## config.mk

```make
export PLATFORM = sky130hd
export DESIGN_NAME = cmd_decoder
export DESIGN_NICKNAME = d
export VERILOG_FILES = /design/src/verilog/fx2_pkg.sv /design/src/verilog/cmd_decoder.sv
export VERILOG_INCLUDE_DIRS = /design/src /design/src/include
export SDC_FILE = /design/constraint.sdc
export NUM_CORES = 1
export LEC_CHECK = 0
export BUFFER_PORTS_ARGS = -buffer_cell sky130_fd_sc_hd__clkbuf_2
export CORE_MARGIN = 8
export CORE_UTILIZATION = 45
export CTS_CLUSTER_DIAMETER = 60
export DETAILED_ROUTE_END_ITERATION = 16
export PLACE_DENSITY = 0.81
export REMOVE_ABC_BUFFERS = 1
export SLEW_MARGIN = 20
export SYNTH_ARGS = -nofsm -noshare
export SYNTH_HDL_FRONTEND = slang
export SYNTH_SLANG_ARGS = --single-unit
```

## constraint.sdc

```tcl
create_clock -name fx2_clk -period 2.9 [get_ports fx2_clk]
set_clock_uncertainty 0.15 [all_clocks]
set_input_delay 0.29 -clock fx2_clk [delete_from_list [all_inputs] [get_ports fx2_clk]]
set_output_delay 0.29 -clock fx2_clk [all_outputs]
set_load 0.01 [all_outputs]
```

## src/include/fx2_consts.svh

```systemverilog
`ifndef FX2_CONSTS_SVH
`define FX2_CONSTS_SVH

// FIFOADR values for the two endpoints in use.
`define FX2_ADDR_OUT 2'b00
`define FX2_ADDR_IN 2'b10

// Command opcodes, carried in the high nibble of a command byte.
`define CMD_LASER 4'h1
`define CMD_GATE 4'h2
`define CMD_RUN 4'h3
`define CMD_REQ_LEN 4'h4

// Gate length granularity in cycles.
`define GATE_STEP 64

// Idle cycles after the last written byte before PKTEND.
`define FLUSH_IDLE 32

// Width of the LED hold counter.
`define LED_HOLD_BITS 12

`endif
```

## src/verilog/fx2_pkg.sv

```systemverilog
package fx2_pkg;

	// One byte on the FX2 data bus, also used for command bytes.
	typedef logic [7:0] fx2_byte_t;

	// Word sent to the host as two bytes, low byte first.
	typedef logic [15:0] tx_word_t;

	// Gate window length in cycles.
	typedef logic [14:0] gate_len_t;

	// Wishbone classic request, driven by a master.
	typedef struct packed {
		logic cyc;
		logic stb;
		logic we;
		tx_word_t dat;
	} wb_req_t;

	// Wishbone response, driven by the slave.
	typedef struct packed {
		logic ack;
	} wb_rsp_t;

	// Slave-FIFO engine states; the code goes out on the debug pins.
	typedef enum logic [3:0] {
		idle = 4'd0,
		rd_setup = 4'd1,
		rd_strobe = 4'd2,
		wr_low = 4'd3,
		wr_high = 4'd4,
		flush = 4'd5
	} fx2_state_t;

endpackage

```

## src/verilog/cmd_decoder.sv

```systemverilog
`include "fx2_consts.svh"

module cmd_decoder (
	input logic fx2_clk,
	input logic arst_n,
	input logic cmd_wr,
	input fx2_pkg::fx2_byte_t cmd,
	output logic [3:0] laser_en,
	output logic running,
	output fx2_pkg::gate_len_t gate_len,
	output fx2_pkg::wb_req_t wb_req,
	input fx2_pkg::wb_rsp_t wb_rsp
);
	import fx2_pkg::*;

	logic [3:0] opcode;
	logic [3:0] arg;
	logic req_len;
	logic reply_cyc;
	tx_word_t reply_dat;

	assign opcode = cmd[7:4];
	assign arg = cmd[3:0];
	assign req_len = cmd_wr && (opcode == `CMD_REQ_LEN);

	always_ff @(posedge fx2_clk or negedge arst_n) begin
		if (!arst_n) begin
			laser_en <= 4'b0;
			running <= 1'b0;
			gate_len <= gate_len_t'(`GATE_STEP);
		end else if (cmd_wr) begin
			case (opcode)
				`CMD_LASER: laser_en <= arg;
				`CMD_GATE: gate_len <= gate_len_t'((int'(arg) + 1) * `GATE_STEP);
				`CMD_RUN: running <= arg[0];
				default: ;
			endcase
		end
	end

	// Only one reply in flight; further requests fold into it.
	always_ff @(posedge fx2_clk or negedge arst_n) begin
		if (!arst_n)
			reply_cyc <= 1'b0;
		else if (req_len && !reply_cyc)
			reply_cyc <= 1'b1;
		else if (wb_rsp.ack)
			reply_cyc <= 1'b0;
	end

	always_ff @(posedge fx2_clk) begin
		if (req_len && !reply_cyc)
			reply_dat <= {1'b1, gate_len};
	end

	assign wb_req = '{cyc: reply_cyc, stb: reply_cyc, we: reply_cyc, dat: reply_dat};

endmodule

```

Word level (Yosys, flattened, before mapping)
Cells that the tools add are included.
{ "classes": {"n_reduce_logical": 7, "mux": 2, "addsub": 1, "eq_ne": 4} }
{ "ops": {"columns": ["op", "count"], "rows": [
  ["$eq 4x2->1 const B", 2],
  ["$reduce_and 2->1", 3],
  ["$add 4x1->5 const B", 1],
  ["$eq 4x1->1 const B", 1],
  ["$eq 4x3->1 const B", 1],
  ["$logic_and 1x1->1", 2],
  ["$mux 1", 2],
  ["$reduce_bool 2->1", 1],
  ["$logic_not 1->1", 1]
]} }
{ "totals": {"register_bits": 24, "elab_cells": 19, "input_bits": 12} }

Longest topological paths before layout
Gate-level depths: netlist of the first run.
{ "logic_depth": {"ltp_word": 4, "mapped_depth": 3} }

Least setup slack after synthesis of the first run
OpenSTA, ideal clock, no wires.
{ "synth_timing": {"path_type": "reg-to-reg", "start": "register reply_cyc", "end": "register reply_dat[10] (enable)", "path_buffers": 0, "arrival_time_ps": 1030, "path_stages_with_launch": 3, "slack_ps": 1344, "cell_sequence": "dfrtp_1 nand4bb_1 nor3_1"} }
{ "synth_between": {"elab_chain_cells": 2} }
{ "synth_rtl": {"columns": ["item", "line", "text"], "rows": [
  ["start, declared", "cmd_decoder.sv:19", "logic reply_cyc;"],
  ["start signal, assigned", "cmd_decoder.sv:44", "reply_cyc <= 1'b0;"],
  ["start signal, assigned", "cmd_decoder.sv:46", "reply_cyc <= 1'b1;"],
  ["start signal, assigned", "cmd_decoder.sv:48", "reply_cyc <= 1'b0;"],
  ["$logic_not 1->1", "cmd_decoder.sv:52", "if (req_len && !reply_cyc)"],
  ["$logic_and 1x1->1", "cmd_decoder.sv:52", null],
  ["end signal, assigned", "cmd_decoder.sv:53", "reply_dat <= {1'b1, gate_len};"],
  ["end, declared", "cmd_decoder.sv:20", "tx_word_t reply_dat;"]
]} }
Every way passes these cells.
A chain may end at the register's enable or synchronous reset.

Worst setup path after layout of the first run
{ "layout_timing": {"start": "register reply_cyc", "end": "register reply_dat[8] (enable)"} }
The elaborated chain is that of the path after synthesis.

==> metrics.md, run 1 <==
| Metric | Value |
|---|---|
| Outcome | completed |
| Synth Area per Inst | ~13 sq um |
| Dpl hpwl | roughly 1.3 mm |
| I/O Buffers | 29 |
| Final core occ | 54.70% |
| RSZ-0062 raised after global routing | no |
| CP Data Required Time | 2660 ps |
| Synth warn | 0 |
| Num CTS Buffers | 3 |
| Hold Crit Class | in -> reg |
| Core area | 1745 sq um |
| Initial antenna violation count | 0 |
| Synth-to-layout area growth | 13.54% |
| I/O pin count | 51 |
| Worst reg-to-reg setup slack | 1180 ps |
| Fillers | 152 |
| H-tree levels | 1 |
| Vias in the first global route | 562 |
| Post-DRT Antenna Nets | 0 |
| Critical path class | reg -> reg |
| Crit path max fanout | 6 |
| DRT Pass-1 Iters | 2 |
| Fin crit share | about 59% |
| Worst setup path endpoint | reply_dat[8] |
| Syn Inst Count | 66 |
| Worst hold slack | 93.15 ps |
| Final Hold Viols | 0 |
| Fin crit period | 1723 ps |
| Die Y | about 59 um |
| Total Wirelength | between 1.5 and 2 mm |
| Gate power share | approximately 22% |
| Slew Viols, Final | 0 |
| Via count | 511 |
| Layout net count | about 110 |
| Synth cell types | 19 |
| CP Cell Sequence | nand4bb_1, nor3_1 |
| Peak Freq | 580.3 MHz |
| Clock power frac | 25.3% |
| PD cells | 582.9 nW/um^2 |
| Reg area | 426.7 sq um |
| DRC errors left | 0 |
| Largest net degree at the start of global routing | 12 |
| Total congestion overflow | 0 |
| Die Area | approximately 3500 sq um |
| Worst Tran Pin Value | 764.6 ps |
| Area of the multi-input gates | just under 300 sq um |
| GRT Resource Usage Total | 9.156% |
| Flops & latches, synth | 16 |
| DR iter-0 viols | 3 |
| Worst Reg-to-Reg Cells | 2 |
| Antenna diodes | 0 |
| Setup-failing EPs final | 0 |
| Internal power | 0.4042 mW |
| Slew HR | 48.64% |
| Reg-to-reg endpoint | reply_dat[8] |
| Max-cap violation count | 0 |
| Postcts setup bufs | 0 |
| Post-synthesis sequential area ratio | 50.74% |
| Crit path from | reply_cyc |
| Leakage power | between 0.5 and 0.6 nW |
| Mapped cell area | ~840 sq um |
| FF-to-FF Start | reply_cyc |
| WL/cell | about 13 um |
| Data arrival, critical path | 1490 ps |
| Crit-path max cell delay | 600 ps |
| P_sw | between 0.15 and 0.2 mW |
| Crit path depth | 2 |
| WP buf/inv | 0 |
| Initial Util | 48.17% |
| CTS clk-pin slew, worst paths | 90 ps |
| RD Place Congestion | 0.6959 |
| Commonest non-fill, non-tap cells in the layout | 29 x clkbuf_2, 21 x conb_1, 10 x dfrtp_1 |
| First-pass GRT wire length | 2.449 mm |
| Die Wd | 59.23 um |
| CTS tree | built |
| Top delay family on crit path | simple AND/OR/NAND/NOR gates |
| Net Sw Frac | 27.37% |
| Later-pin clock latency in the skew report | 270 ps |
| CP endpoint kind | register |
| Clock Tree Buf Depth | 2 |
| Vias/cell | ~4.3 |
| Clock Sinks | 16 |
| Sequential Power Share | 52.6% |
| Slowest-stage cell, CP | nor3_1 |
| Most common cell after layout, fill and taps aside | clkbuf_2 |
| Fin Setup TNS | 0 ps |
| Max VDD drop | 0.2869 mV |
| Startpoint types | register |
| Clock Tree Root | clkbuf_4 |
| Placement Rows | 15 |
| Layout cells sized above 1 | between 40% and 50% |
==> worst min path at each step <==
stage                start           end  slack [ps]  cells after the start
floorplan           arst_n  gate_len[10]        -160                      0
finish              cmd[0]   gate_len[6]          90                      2
detailed placement  arst_n   gate_len[9]          30                      1
global route        cmd[0]   gate_len[6]         100                      2
CTS                 cmd[0]   gate_len[6]          90                      2
global placement    arst_n  gate_len[10]          30                      1
==> layer usage <==
layer / part of all wire, % / wire [um] / track usage (%) / vias to the layer above
met5: 0 / 0 / 0 / -
met2: 46 / 720 / 15.25 / 33
met4: 1.7 / 27 / 5.119 / 0
met3: 13 / 195 / 3.905 / 2
met1: 39 / 612 / 9.367 / 238
li1: - / - / - / 238
==> worst reg2reg max path, delay by kind of cell, from the launching register on <==
family / cells / cell delay [ps]
and+or+nand+nor: 2 / 790
DFF: 1 / 420
==> power by group through the flow <==
stage / clock (mW) / sequential (mW) / combinational (mW)
finish: 0.141 / 0.293 / 0.123
global route: 0.154 / 0.298 / 0.134
CTS: 0.145 / 0.293 / 0.124
detailed placement: 0 / 0.298 / 0.123
global placement: 0 / 0.295 / 0.120
floorplan: 0 / 0.311 / 0.0476
==> stage by stage <==
| stage | std cells | worst slack (ps) | cell area, sq um | power [mW] |
|---|---|---|---|---|
| 6_report | 120 | 1177 | 954.7 | 0.5565 |
| 3_5_place_dp | 115 | 1193 | 908.4 | 0.4204 |
| 5_1_grt | 120 | 1046 | 954.7 | 0.5858 |
| 3_3_place_gp | 115 | 1249 | 908.4 | 0.4148 |
| 4_1_cts | 120 | 1169 | 954.7 | 0.5620 |
| 2_1_floorplan | 61 | 1211 | 732.0 | 0.3589 |
==> what timing repair did <==
item                                   4_1_cts  5_1_grt
resized for setup                            0        0
hold buffers                                 1        0
endpoints found under the hold margin       11        0
==> synthesized netlist by cell type (all sizes together) <==
cell,number,area (sq um)
mux2,9,101.4
nor3b,1,18.77
inv,2,7.510
dfstp,1,26.28
buf,24,180.2
mux2i,1,10.01
dfrtp,10,250.2
nand3,2,10.01
a21o,1,7.510
nand3b,2,18.77
xor2,1,8.760
nand4bb,1,11.26
xnor2,1,8.760
conb,2,7.510
edfxtp,5,150.1
and3,1,6.260
nor3,1,5.000
ha,1,12.51
==> registers in the layout, indices dropped and copies added (netlist names) <==
name,count
gate_len,5
running,1
reply_cyc,1
laser_en,4
reply_dat,5
==> kinds of logic (layout without fill, tap and decap cells) <==
| kind of cell | after synthesis | after routing | synth area share [%] |
|---|---|---|---|
| xor gates and xnor gates | 2 | 2 | 2.084 |
| muxes | 10 | 10 | 13.24 |
| AOI/OAI and AO/OA | 1 | 1 | 0.8932 |
| DFF | 16 | 16 | 50.74 |
| and+or+nand+nor | 8 | 8 | 8.334 |
| buffers and inverters | 26 | 36 | 22.32 |
| other | 2 | 21 | 0.8932 |
| adders and majority gates | 1 | 1 | 1.488 |
==> area by class of cell <==
class	instances	share of cell area (%)
Timing Repair Buffer	30	16.25
Clock buffer	4	3.801
Inverter	2	0.7864
Multi-Input combinational cell	43	31.19
Sequential cell	16	44.69
Tap cell	25	3.277
(Power assumes the default switching activity.)
==> inputs of run 2 (changes only) <==
--- a/config.mk
+++ b/config.mk
@@ -6,12 +6,13 @@
 export SDC_FILE = /design/constraint.sdc
 export NUM_CORES = 1
 export LEC_CHECK = 0
+export ABC_AREA = 1
 export BUFFER_PORTS_ARGS = -buffer_cell sky130_fd_sc_hd__clkbuf_2
 export CORE_MARGIN = 8
-export CORE_UTILIZATION = 45
+export CORE_UTILIZATION = 38
 export CTS_CLUSTER_DIAMETER = 60
 export DETAILED_ROUTE_END_ITERATION = 16
-export PLACE_DENSITY = 0.81
+export PLACE_DENSITY = 0.72
 export REMOVE_ABC_BUFFERS = 1
 export SLEW_MARGIN = 20
 export SYNTH_ARGS = -nofsm -noshare
==> constraint.sdc (replaced) <==
create_clock -name fx2_clk -period 1.48 [get_ports fx2_clk]
set_clock_uncertainty 0.15 [all_clocks]
set_input_delay 0.148 -clock fx2_clk [delete_from_list [all_inputs] [get_ports fx2_clk]]
set_output_delay 0.148 -clock fx2_clk [all_outputs]
set_load 0.01 [all_outputs]
==> run 2 against run 1 <==
  * Total power is 85% higher
  * First-iteration DRC count grew to 5.0 times the previous value
  * Worst setup slack worse by 970 ps
  * Sequential share of layout area is 4.0 points lower
  * Die area is 18% higher
  * Register-to-register slack worse by 940 ps
  * Critical path depth is 1 lower
  * Highest routed layer unchanged
  * Synthesized cell count is 48% higher
==> metrics.md, run 2 <==
| Metric | Value |
|---|---|
| Commonest non-fill, non-tap cells in the layout | 29 x clkbuf_2, 26 x nand2_1, 21 x conb_1 |
| Internal power | 0.7124 mW (+76%) |
| Outcome | completed |
| RSZ-0062 raised after global routing | no |
| Data arrival, critical path | 970 ps (-520 ps) |
| Post-synthesis sequential area ratio | 47.83% (-2.9 points) |
| H-tree levels | 1 (unchanged) |
| Adder-cell share of the synthesized area | 1.403% (-0.086 points) |
| DR iter-0 viols | 15 (+12) |
| Initial antenna violation count | 0 (unchanged) |
| CTS clk-pin slew, worst paths | 90 ps (about the same) |
| Number of non-filler instances in the completed layout | 160 (+33%) |
| Placement Rows | 17 (+2) |
| Synth-to-layout area growth | 17.67% |
| Later-pin clock latency in the skew report | 280 ps (about the same) |
| Fin crit share | between 80% and 90% |
| Flops & latches, synth | 16 (unchanged) |
| Post-CTS resize count | 0 (unchanged) |
| Fin Setup TNS | 0 ps (unchanged) |
| Reg-to-reg endpoint | reply_dat[10] |
| Crit path max fanout | 3 (-3) |
| Die Wd | 64.45 um (+8.8%) |
| Crit-path max cell delay | 560 ps (-40 ps) |
| Critical path class | reg -> out |
| Post-synthesis compound-gate area fraction | 3.366% (+2.5 points) |
| Num CTS Buffers | 3 (unchanged) |
| Top Registers | gate_len x5, reply_dat x5, laser_en x4 |
| Crit path from | gate_len[6] |
| Final Instance Area | 1050 sq um (+10%) |
| Placed Cells | 150 (+30%) |
| Largest family of logic cells by synthesized area | buffers and inverters |
| Largest area contributor in the netlist | dfrtp_1 |
| Simple logic cell fraction of the synthesized area | 21.18% (+13 points) |
| DP Area | 963.4 sq um (+6.1%) |
| Top cells by area, synth | dfrtp_1 28%, buf_4 20%, edfxtp_1 17%, nand2_1 11%, o21ai_1 3.4% |
| Fillers | 226 (+49%) |
| Clock Tree Buf Depth | 2 (unchanged) |
| Synth warn | 0 (unchanged) |
| I/O pin count | 51 (unchanged) |
| DR top layer | met4 |
| Most numerous cell in the Yosys netlist | nand2_1 |
| Share of flip-flops with an asynchronous set or reset | 68.75% (unchanged) |
| RD Place Congestion | 0.8034 (+15%) |
| Gate power share | 23.1% (+1.1 points) |
| Number of enable flip-flop cells after synthesis | 5 (unchanged) |
| Max VDD drop | 0.4074 mV (+42%) |
| Top_reg_cell synth | dfrtp_1 |
| Die Area | 4154 sq um (+18%) |
| Worst hold path startpoint | cmd[4] |
| Mux contribution to synthesized area | 0% (-13 points) |
| Dpl hpwl | 1.486 mm (+10%) |
| CP Cell Sequence | clkbuf_2 |
| Postcts setup bufs | 0 (unchanged) |
| Clock Tree Root | clkbuf_4 |
| Worst reg-to-reg setup slack | 240 ps (-940 ps) |
| Total Wirelength | 1.782 mm (+15%) |
| Via count | 655 (+28%) |
| Peak Freq | ~800 MHz |
| Met1 wire length | 808 um (+32%) |
| Post-DRT Antenna Nets | 0 (unchanged) |
| Vias/cell | 4.094 (-3.9%) |
| Vias in the first global route | 695 (+24%) |
| Slew Viols, Final | 0 (unchanged) |
| WP buf/inv | 1 (+1) |
| Hold Crit Class | in -> reg |
| CTS Hold Bufs | 6 (+5) |
| P_sw | 0.3165 mW (+110%) |
| Clock Sinks | 16 (unchanged) |
| Top delay family on crit path | flip-flops |
| Hold EP | reply_cyc |
| Startpoint types | register |
| FF-to-FF Start | reply_cyc |
| Synth Area per Inst | 9.103 sq um (-29%) |
| I/O Buffers | 29 (unchanged) |
| Core area | 2212 sq um (+27%) |
| Layout net count | 146 (+34%) |
| Layout cells sized above 1 | 28.79% (-19 points) |
| Mapped cell area | 892.1 sq um (+6.1%) |
| Leakage power | 0.5756 nW (+13%) |
| Syn Inst Count | 98 (+48%) |
| Synth cell types | 18 (-1) |
| Die Y | 64.45 um (+8.8%) |
| WL/cell | 11.14 um (-14%) |
| Most common cell after layout, fill and taps aside | clkbuf_2 |
| Yosys top cell area share | 28.05% (-1.7 points) |
| First-pass GRT wire length | 3.063 mm (+25%) |
| Total congestion overflow | 0 (unchanged) |
| Worst hold path depth | 4 (+2) |
| CP endpoint kind | primary output |
| Fin crit period | 1272 ps |
| Final Hold Viols | 0 (unchanged) |
| Initial Util | 40.33% (-7.8 points) |
| Clock power frac | 22.6% (-2.7 points) |
| CTS tree | built |
| PD cells | 980.1 nW/um^2 (+68%) |
| Met2 WL | 700 um (-2.8%) |
| Met3 wire len | 238 um (+22%) |
| CP Data Required Time | 1180 ps (-1480 ps) |
| Max-cap violation count | 0 (unchanged) |
| Setup-failing EPs final | 0 (unchanged) |
| Net Sw Frac | 30.76% (+3.4 points) |
| GRT Resource Usage Total | 9.168% (+0.013 points) |
| Worst Reg-to-Reg Cells | 3 (+1) |
| Antenna diodes | 0 (unchanged) |
| Xor/xnor cell area share of the yosys netlist | 0.9818% (-1.1 points) |
| Setup slack after layout | 208.5 ps (-968.4 ps) |
| Most frequent cells after synthesis | 26 x nand2_1, 24 x buf_4, 10 x dfrtp_1, 8 x inv_1, 6 x o21ai_1 |
| DRC errors left | 0 (unchanged) |
| DRT Pass-1 Iters | 4 (+2) |
| Placement Setup Slack | 238.9 ps (-953.7 ps) |
| Sequential Power Share | 54.3% (+1.7 points) |
| Largest net degree at the start of global routing | 12 (unchanged) |
| Slowest-stage cell, CP | dfstp_2 |
==> run 2: cell types whose count changed in the layout (fill, tap and decap cells not counted), moves of 2 or more <==
cell | previous run | this run
nand2_1 | 0 | 26
mux2_2 | 9 | 0
inv_1 | 2 | 8
o21ai_1 | 0 | 6
dlygate4sd3_1 | 1 | 6
clkinv_1 | 0 | 3
nor2_1 | 0 | 3
nor2_4 | 0 | 2
==> run 2: how the worst max path moves through the flow <==
stage	end	slack (ps)	cells past startpoint
floorplan	reply_dat[10]	200	3
global placement	reply_dat[9]	300	3
detailed placement	reply_dat[8]	240	3
CTS	gate_len[6]	190	1
global route	reply_dat[10]	120	3
finish	gate_len[6]	210	1
==> run 2: metrics by stage <==
stage / hold slack, ps / util (%) / power (mW)
4_1_cts: 20.64 / 47.45 / 1.049
2_1_floorplan: -297.6 / - / 0.6837
3_3_place_gp: -113.2 / 43.55 / 0.7881
6_report: 34.58 / 47.45 / 1.029
3_5_place_dp: -109.7 / 43.55 / 0.7952
5_1_grt: 71.75 / 47.45 / 1.105
==> run 2: final cells by class <==
type / count / area (sq um) / share of cell area (%)
inverter: 10 / 37.54 / 3.576
tap: 28 / 35.03 / 3.337
timing repair buffer: 35 / 205.2 / 19.55
clock buffer: 3 / 22.52 / 2.145
clock inverter: 1 / 3.754 / 0.3576
sequential: 16 / 426.7 / 40.64
multi-input combinational: 67 / 319.1 / 30.39
==> run 2: logic make-up (layout without fill, tap and decap cells) <==
kind of cell	count (synthesis)	count (layout)
AOI/OAI and AO/OA	6	6
xor gates and xnor gates	1	1
adders and majority gates	1	1
buffers and inverters	34	49
DFF	16	16
other	2	21
and+or+nand+nor	38	38
==> run 2: per-layer routing <==
metal	vias up	track usage (%)
met4	0	4.905
met5	-	0
met3	3	4.467
li1	328	-
met1	278	10.71
met2	46	13.54
==> run 2: power by group through the flow <==
| stage | registers (mW) | clock network [mW] | logic (mW) |
|---|---|---|---|
| floorplan | 0.592 | 0 | 0.0917 |
| global placement | 0.566 | 0 | 0.222 |
| detailed placement | 0.569 | 0 | 0.226 |
| CTS | 0.560 | 0.250 | 0.239 |
| global route | 0.570 | 0.264 | 0.271 |
| finish | 0.559 | 0.232 | 0.238 |
==> inputs of run 3 (changes only) <==
--- a/config.mk
+++ b/config.mk
@@ -13,6 +13,7 @@
 export CTS_CLUSTER_DIAMETER = 60
 export DETAILED_ROUTE_END_ITERATION = 16
 export PLACE_DENSITY = 0.72
+export RECOVER_POWER = 100
 export REMOVE_ABC_BUFFERS = 1
 export SLEW_MARGIN = 20
 export SYNTH_ARGS = -nofsm -noshare
==> run 3 against run 2 <==
  * Flip-flop and latch count did not move
  * Final cell count is the same
  * Non-clock buffer count unchanged
  * First-iteration DRC count decreased by 20%
  * Core utilization is 1.3 points lower
  * Total power is 1.9% lower
  * Register-to-register slack about the same
  * Final area fell by 2.7%
  * Combinational power shrank 8%
  * Critical endpoint unchanged
  * Highest routed layer unchanged
==> metrics.md, run 3 (synthesized netlist as in run 2, its figures left out) <==
| Metric | Value |
|---|---|
| Dpl hpwl | 1.486 mm (unchanged) |
| Total Wirelength | 1.821 mm (+2.2%) |
| Worst reg-to-reg setup slack | 240 ps (about the same) |
| Final Hold Viols | 0 (unchanged) |
| Worst Tran Pin Value | 591.5 ps |
| Worst hold path startpoint | cmd[4] |
| Slew Viols, Final | 0 (unchanged) |
| Synth-to-layout area growth | 14.45% |
| Clock Tree Buf Depth | 2 (unchanged) |
| Hold Crit Class | in -> reg |
| Initial antenna violation count | 0 (unchanged) |
| Fin crit period | 1313 ps (+41.37 ps) |
| CP endpoint kind | primary output |
| Via count | 654 (-0.15%) |
| Core area | 2212 sq um (unchanged) |
| Later-pin clock latency in the skew report | 280 ps (about the same) |
| GRT Resource Usage Total | 9.168% (unchanged) |
| Vias in the first global route | 695 (unchanged) |
| DP Area | 963.4 sq um (unchanged) |
| Crit-path max cell delay | 560 ps (about the same) |
| Hold EP | reply_cyc |
| Num CTS Buffers | 3 (unchanged) |
| Area of the multi-input gates | 319.1 sq um (unchanged) |
| Slowest-stage cell, CP | dfstp_1 |
| Max VDD drop | 0.4019 mV (-1.4%) |
| Crit path from | gate_len[6] |
| FF-to-FF Start | reply_cyc |
| Critical path class | reg -> out |
| PD cells | 988.9 nW/um^2 (+0.90%) |
| WL/cell | 11.38 um (+2.2%) |
| First-pass GRT wire length | 3.063 mm (unchanged) |
| Post-DRT Antenna Nets | 0 (unchanged) |
| H-tree levels | 1 (unchanged) |
| Startpoint types | register |
| Setup-failing EPs final | 0 (unchanged) |
| Final Instance Area | 1021 sq um (-2.7%) |
| WP buf/inv | 1 (unchanged) |
| Outcome | completed |
| Fin crit share | 88.71% (+2.8 points) |
| CTS tree | built |
| Clock Tree Root | clkbuf_4 |
| Reg area | 426.7 sq um (unchanged) |
| Peak Freq | 761.7 MHz (-3.2%) |
| Final core occ | 46.15% (-1.3 points) |
| Layout net count | 146 (unchanged) |
| Final Power | 1.010 mW (-1.9%) |
| Placement Rows | 17 (unchanged) |
| Commonest non-fill, non-tap cells in the layout | 26 x nand2_1, 23 x clkbuf_1, 21 x conb_1 |
| DRC errors left | 0 (unchanged) |
| Max-cap violation count | 0 (unchanged) |
| CP Cell Sequence | clkbuf_1 |
| Clock Sinks | 16 (unchanged) |
| CTS clk-pin slew, worst paths | 90 ps (about the same) |
| Worst Reg-to-Reg Cells | 3 (unchanged) |
| Most common cell after layout, fill and taps aside | nand2_1 |
| Largest net degree at the start of global routing | 12 (unchanged) |
| Die Y | 64.45 um (unchanged) |
| DRT Pass-1 Iters | 4 (unchanged) |
| Reg-to-reg endpoint | reply_dat[10] |
| Antenna diodes | 0 (unchanged) |
| RSZ-0062 raised after global routing | no |
| Fin Setup TNS | 0 ps (unchanged) |
| I/O Buffers | 29 (unchanged) |
| Leakage power | 0.5035 nW (-13%) |
| Top Registers | gate_len x5, reply_dat x5, laser_en x4 |
| I/O pin count | 51 (unchanged) |
| Fillers | 237 (+4.9%) |
| DR iter-0 viols | 12 (-3) |
| Vias/cell | 4.088 (-0.15%) |
| Total congestion overflow | 0 (unchanged) |
| Die Area | 4154 sq um (unchanged) |
| Slew HR | 60.57% |
| Die Wd | 64.45 um (unchanged) |
| Data arrival, critical path | 1010 ps (+40 ps) |
| Worst hold path depth | 4 (unchanged) |
| Layout cells sized above 1 | 10.61% (-18 points) |
| CP Data Required Time | 1180 ps (about the same) |
| Top delay family on crit path | flip-flops |
| Initial Util | 40.33% (unchanged) |
| Crit path max fanout | 3 (unchanged) |
| RD Place Congestion | 0.8034 (unchanged) |
-- run 3: layer usage --
metal	track usage, %	up-vias	share of wire, %
li1	-	325	-
met1	10.71	280	47
met2	13.54	46	39
met3	4.467	3	12
met4	4.905	0	1.9
met5	0	-	0
-- run 3: where the power goes --
part           leakage (nW)  switching [mW]  internal, mW
sequential            0.185          0.0366         0.521
clock                0.0154           0.134        0.0980
combinational         0.303           0.146        0.0744
total                 0.503           0.317         0.693
-- run 3: timing repair --
item	in CTS	in global routing
hold endpoints to repair	16	0
resized for setup	0	0
hold buffers	6	0
setup buffers	0	0
-- run 3: how the worst max path moves through the flow --
| stage | to | slack (ps) | cells past startpoint |
|---|---|---|---|
| floorplan | reply_dat[10] | 200 | 3 |
| finish | gate_len[6] | 170 | 1 |
| detailed placement | reply_dat[8] | 240 | 3 |
| global route | gate_len[6] | 90 | 1 |
| CTS | gate_len[6] | 190 | 1 |
| global placement | reply_dat[9] | 300 | 3 |
-- run 3: per-stage QoR --
step / hold WS, ps / cells / worst slack (ps)
final: 53.30 / 160 / 167.1
after global routing: 93.59 / 160 / 86.18
after CTS: 20.64 / 160 / 188.8
after detailed placement: -109.7 / 150 / 238.9
after global placement: -113.2 / 150 / 296.3
after floorplan: -297.6 / 93 / 197.4
-- run 3: final cells by class --
class	instances	share of cell area, %
clock buffer	3	2.206
clock inverter	1	0.3676
inverter	10	3.676
multi-input combinational	67	31.25
sequential	16	41.79
tap	28	3.431
timing repair buffer	35	17.28
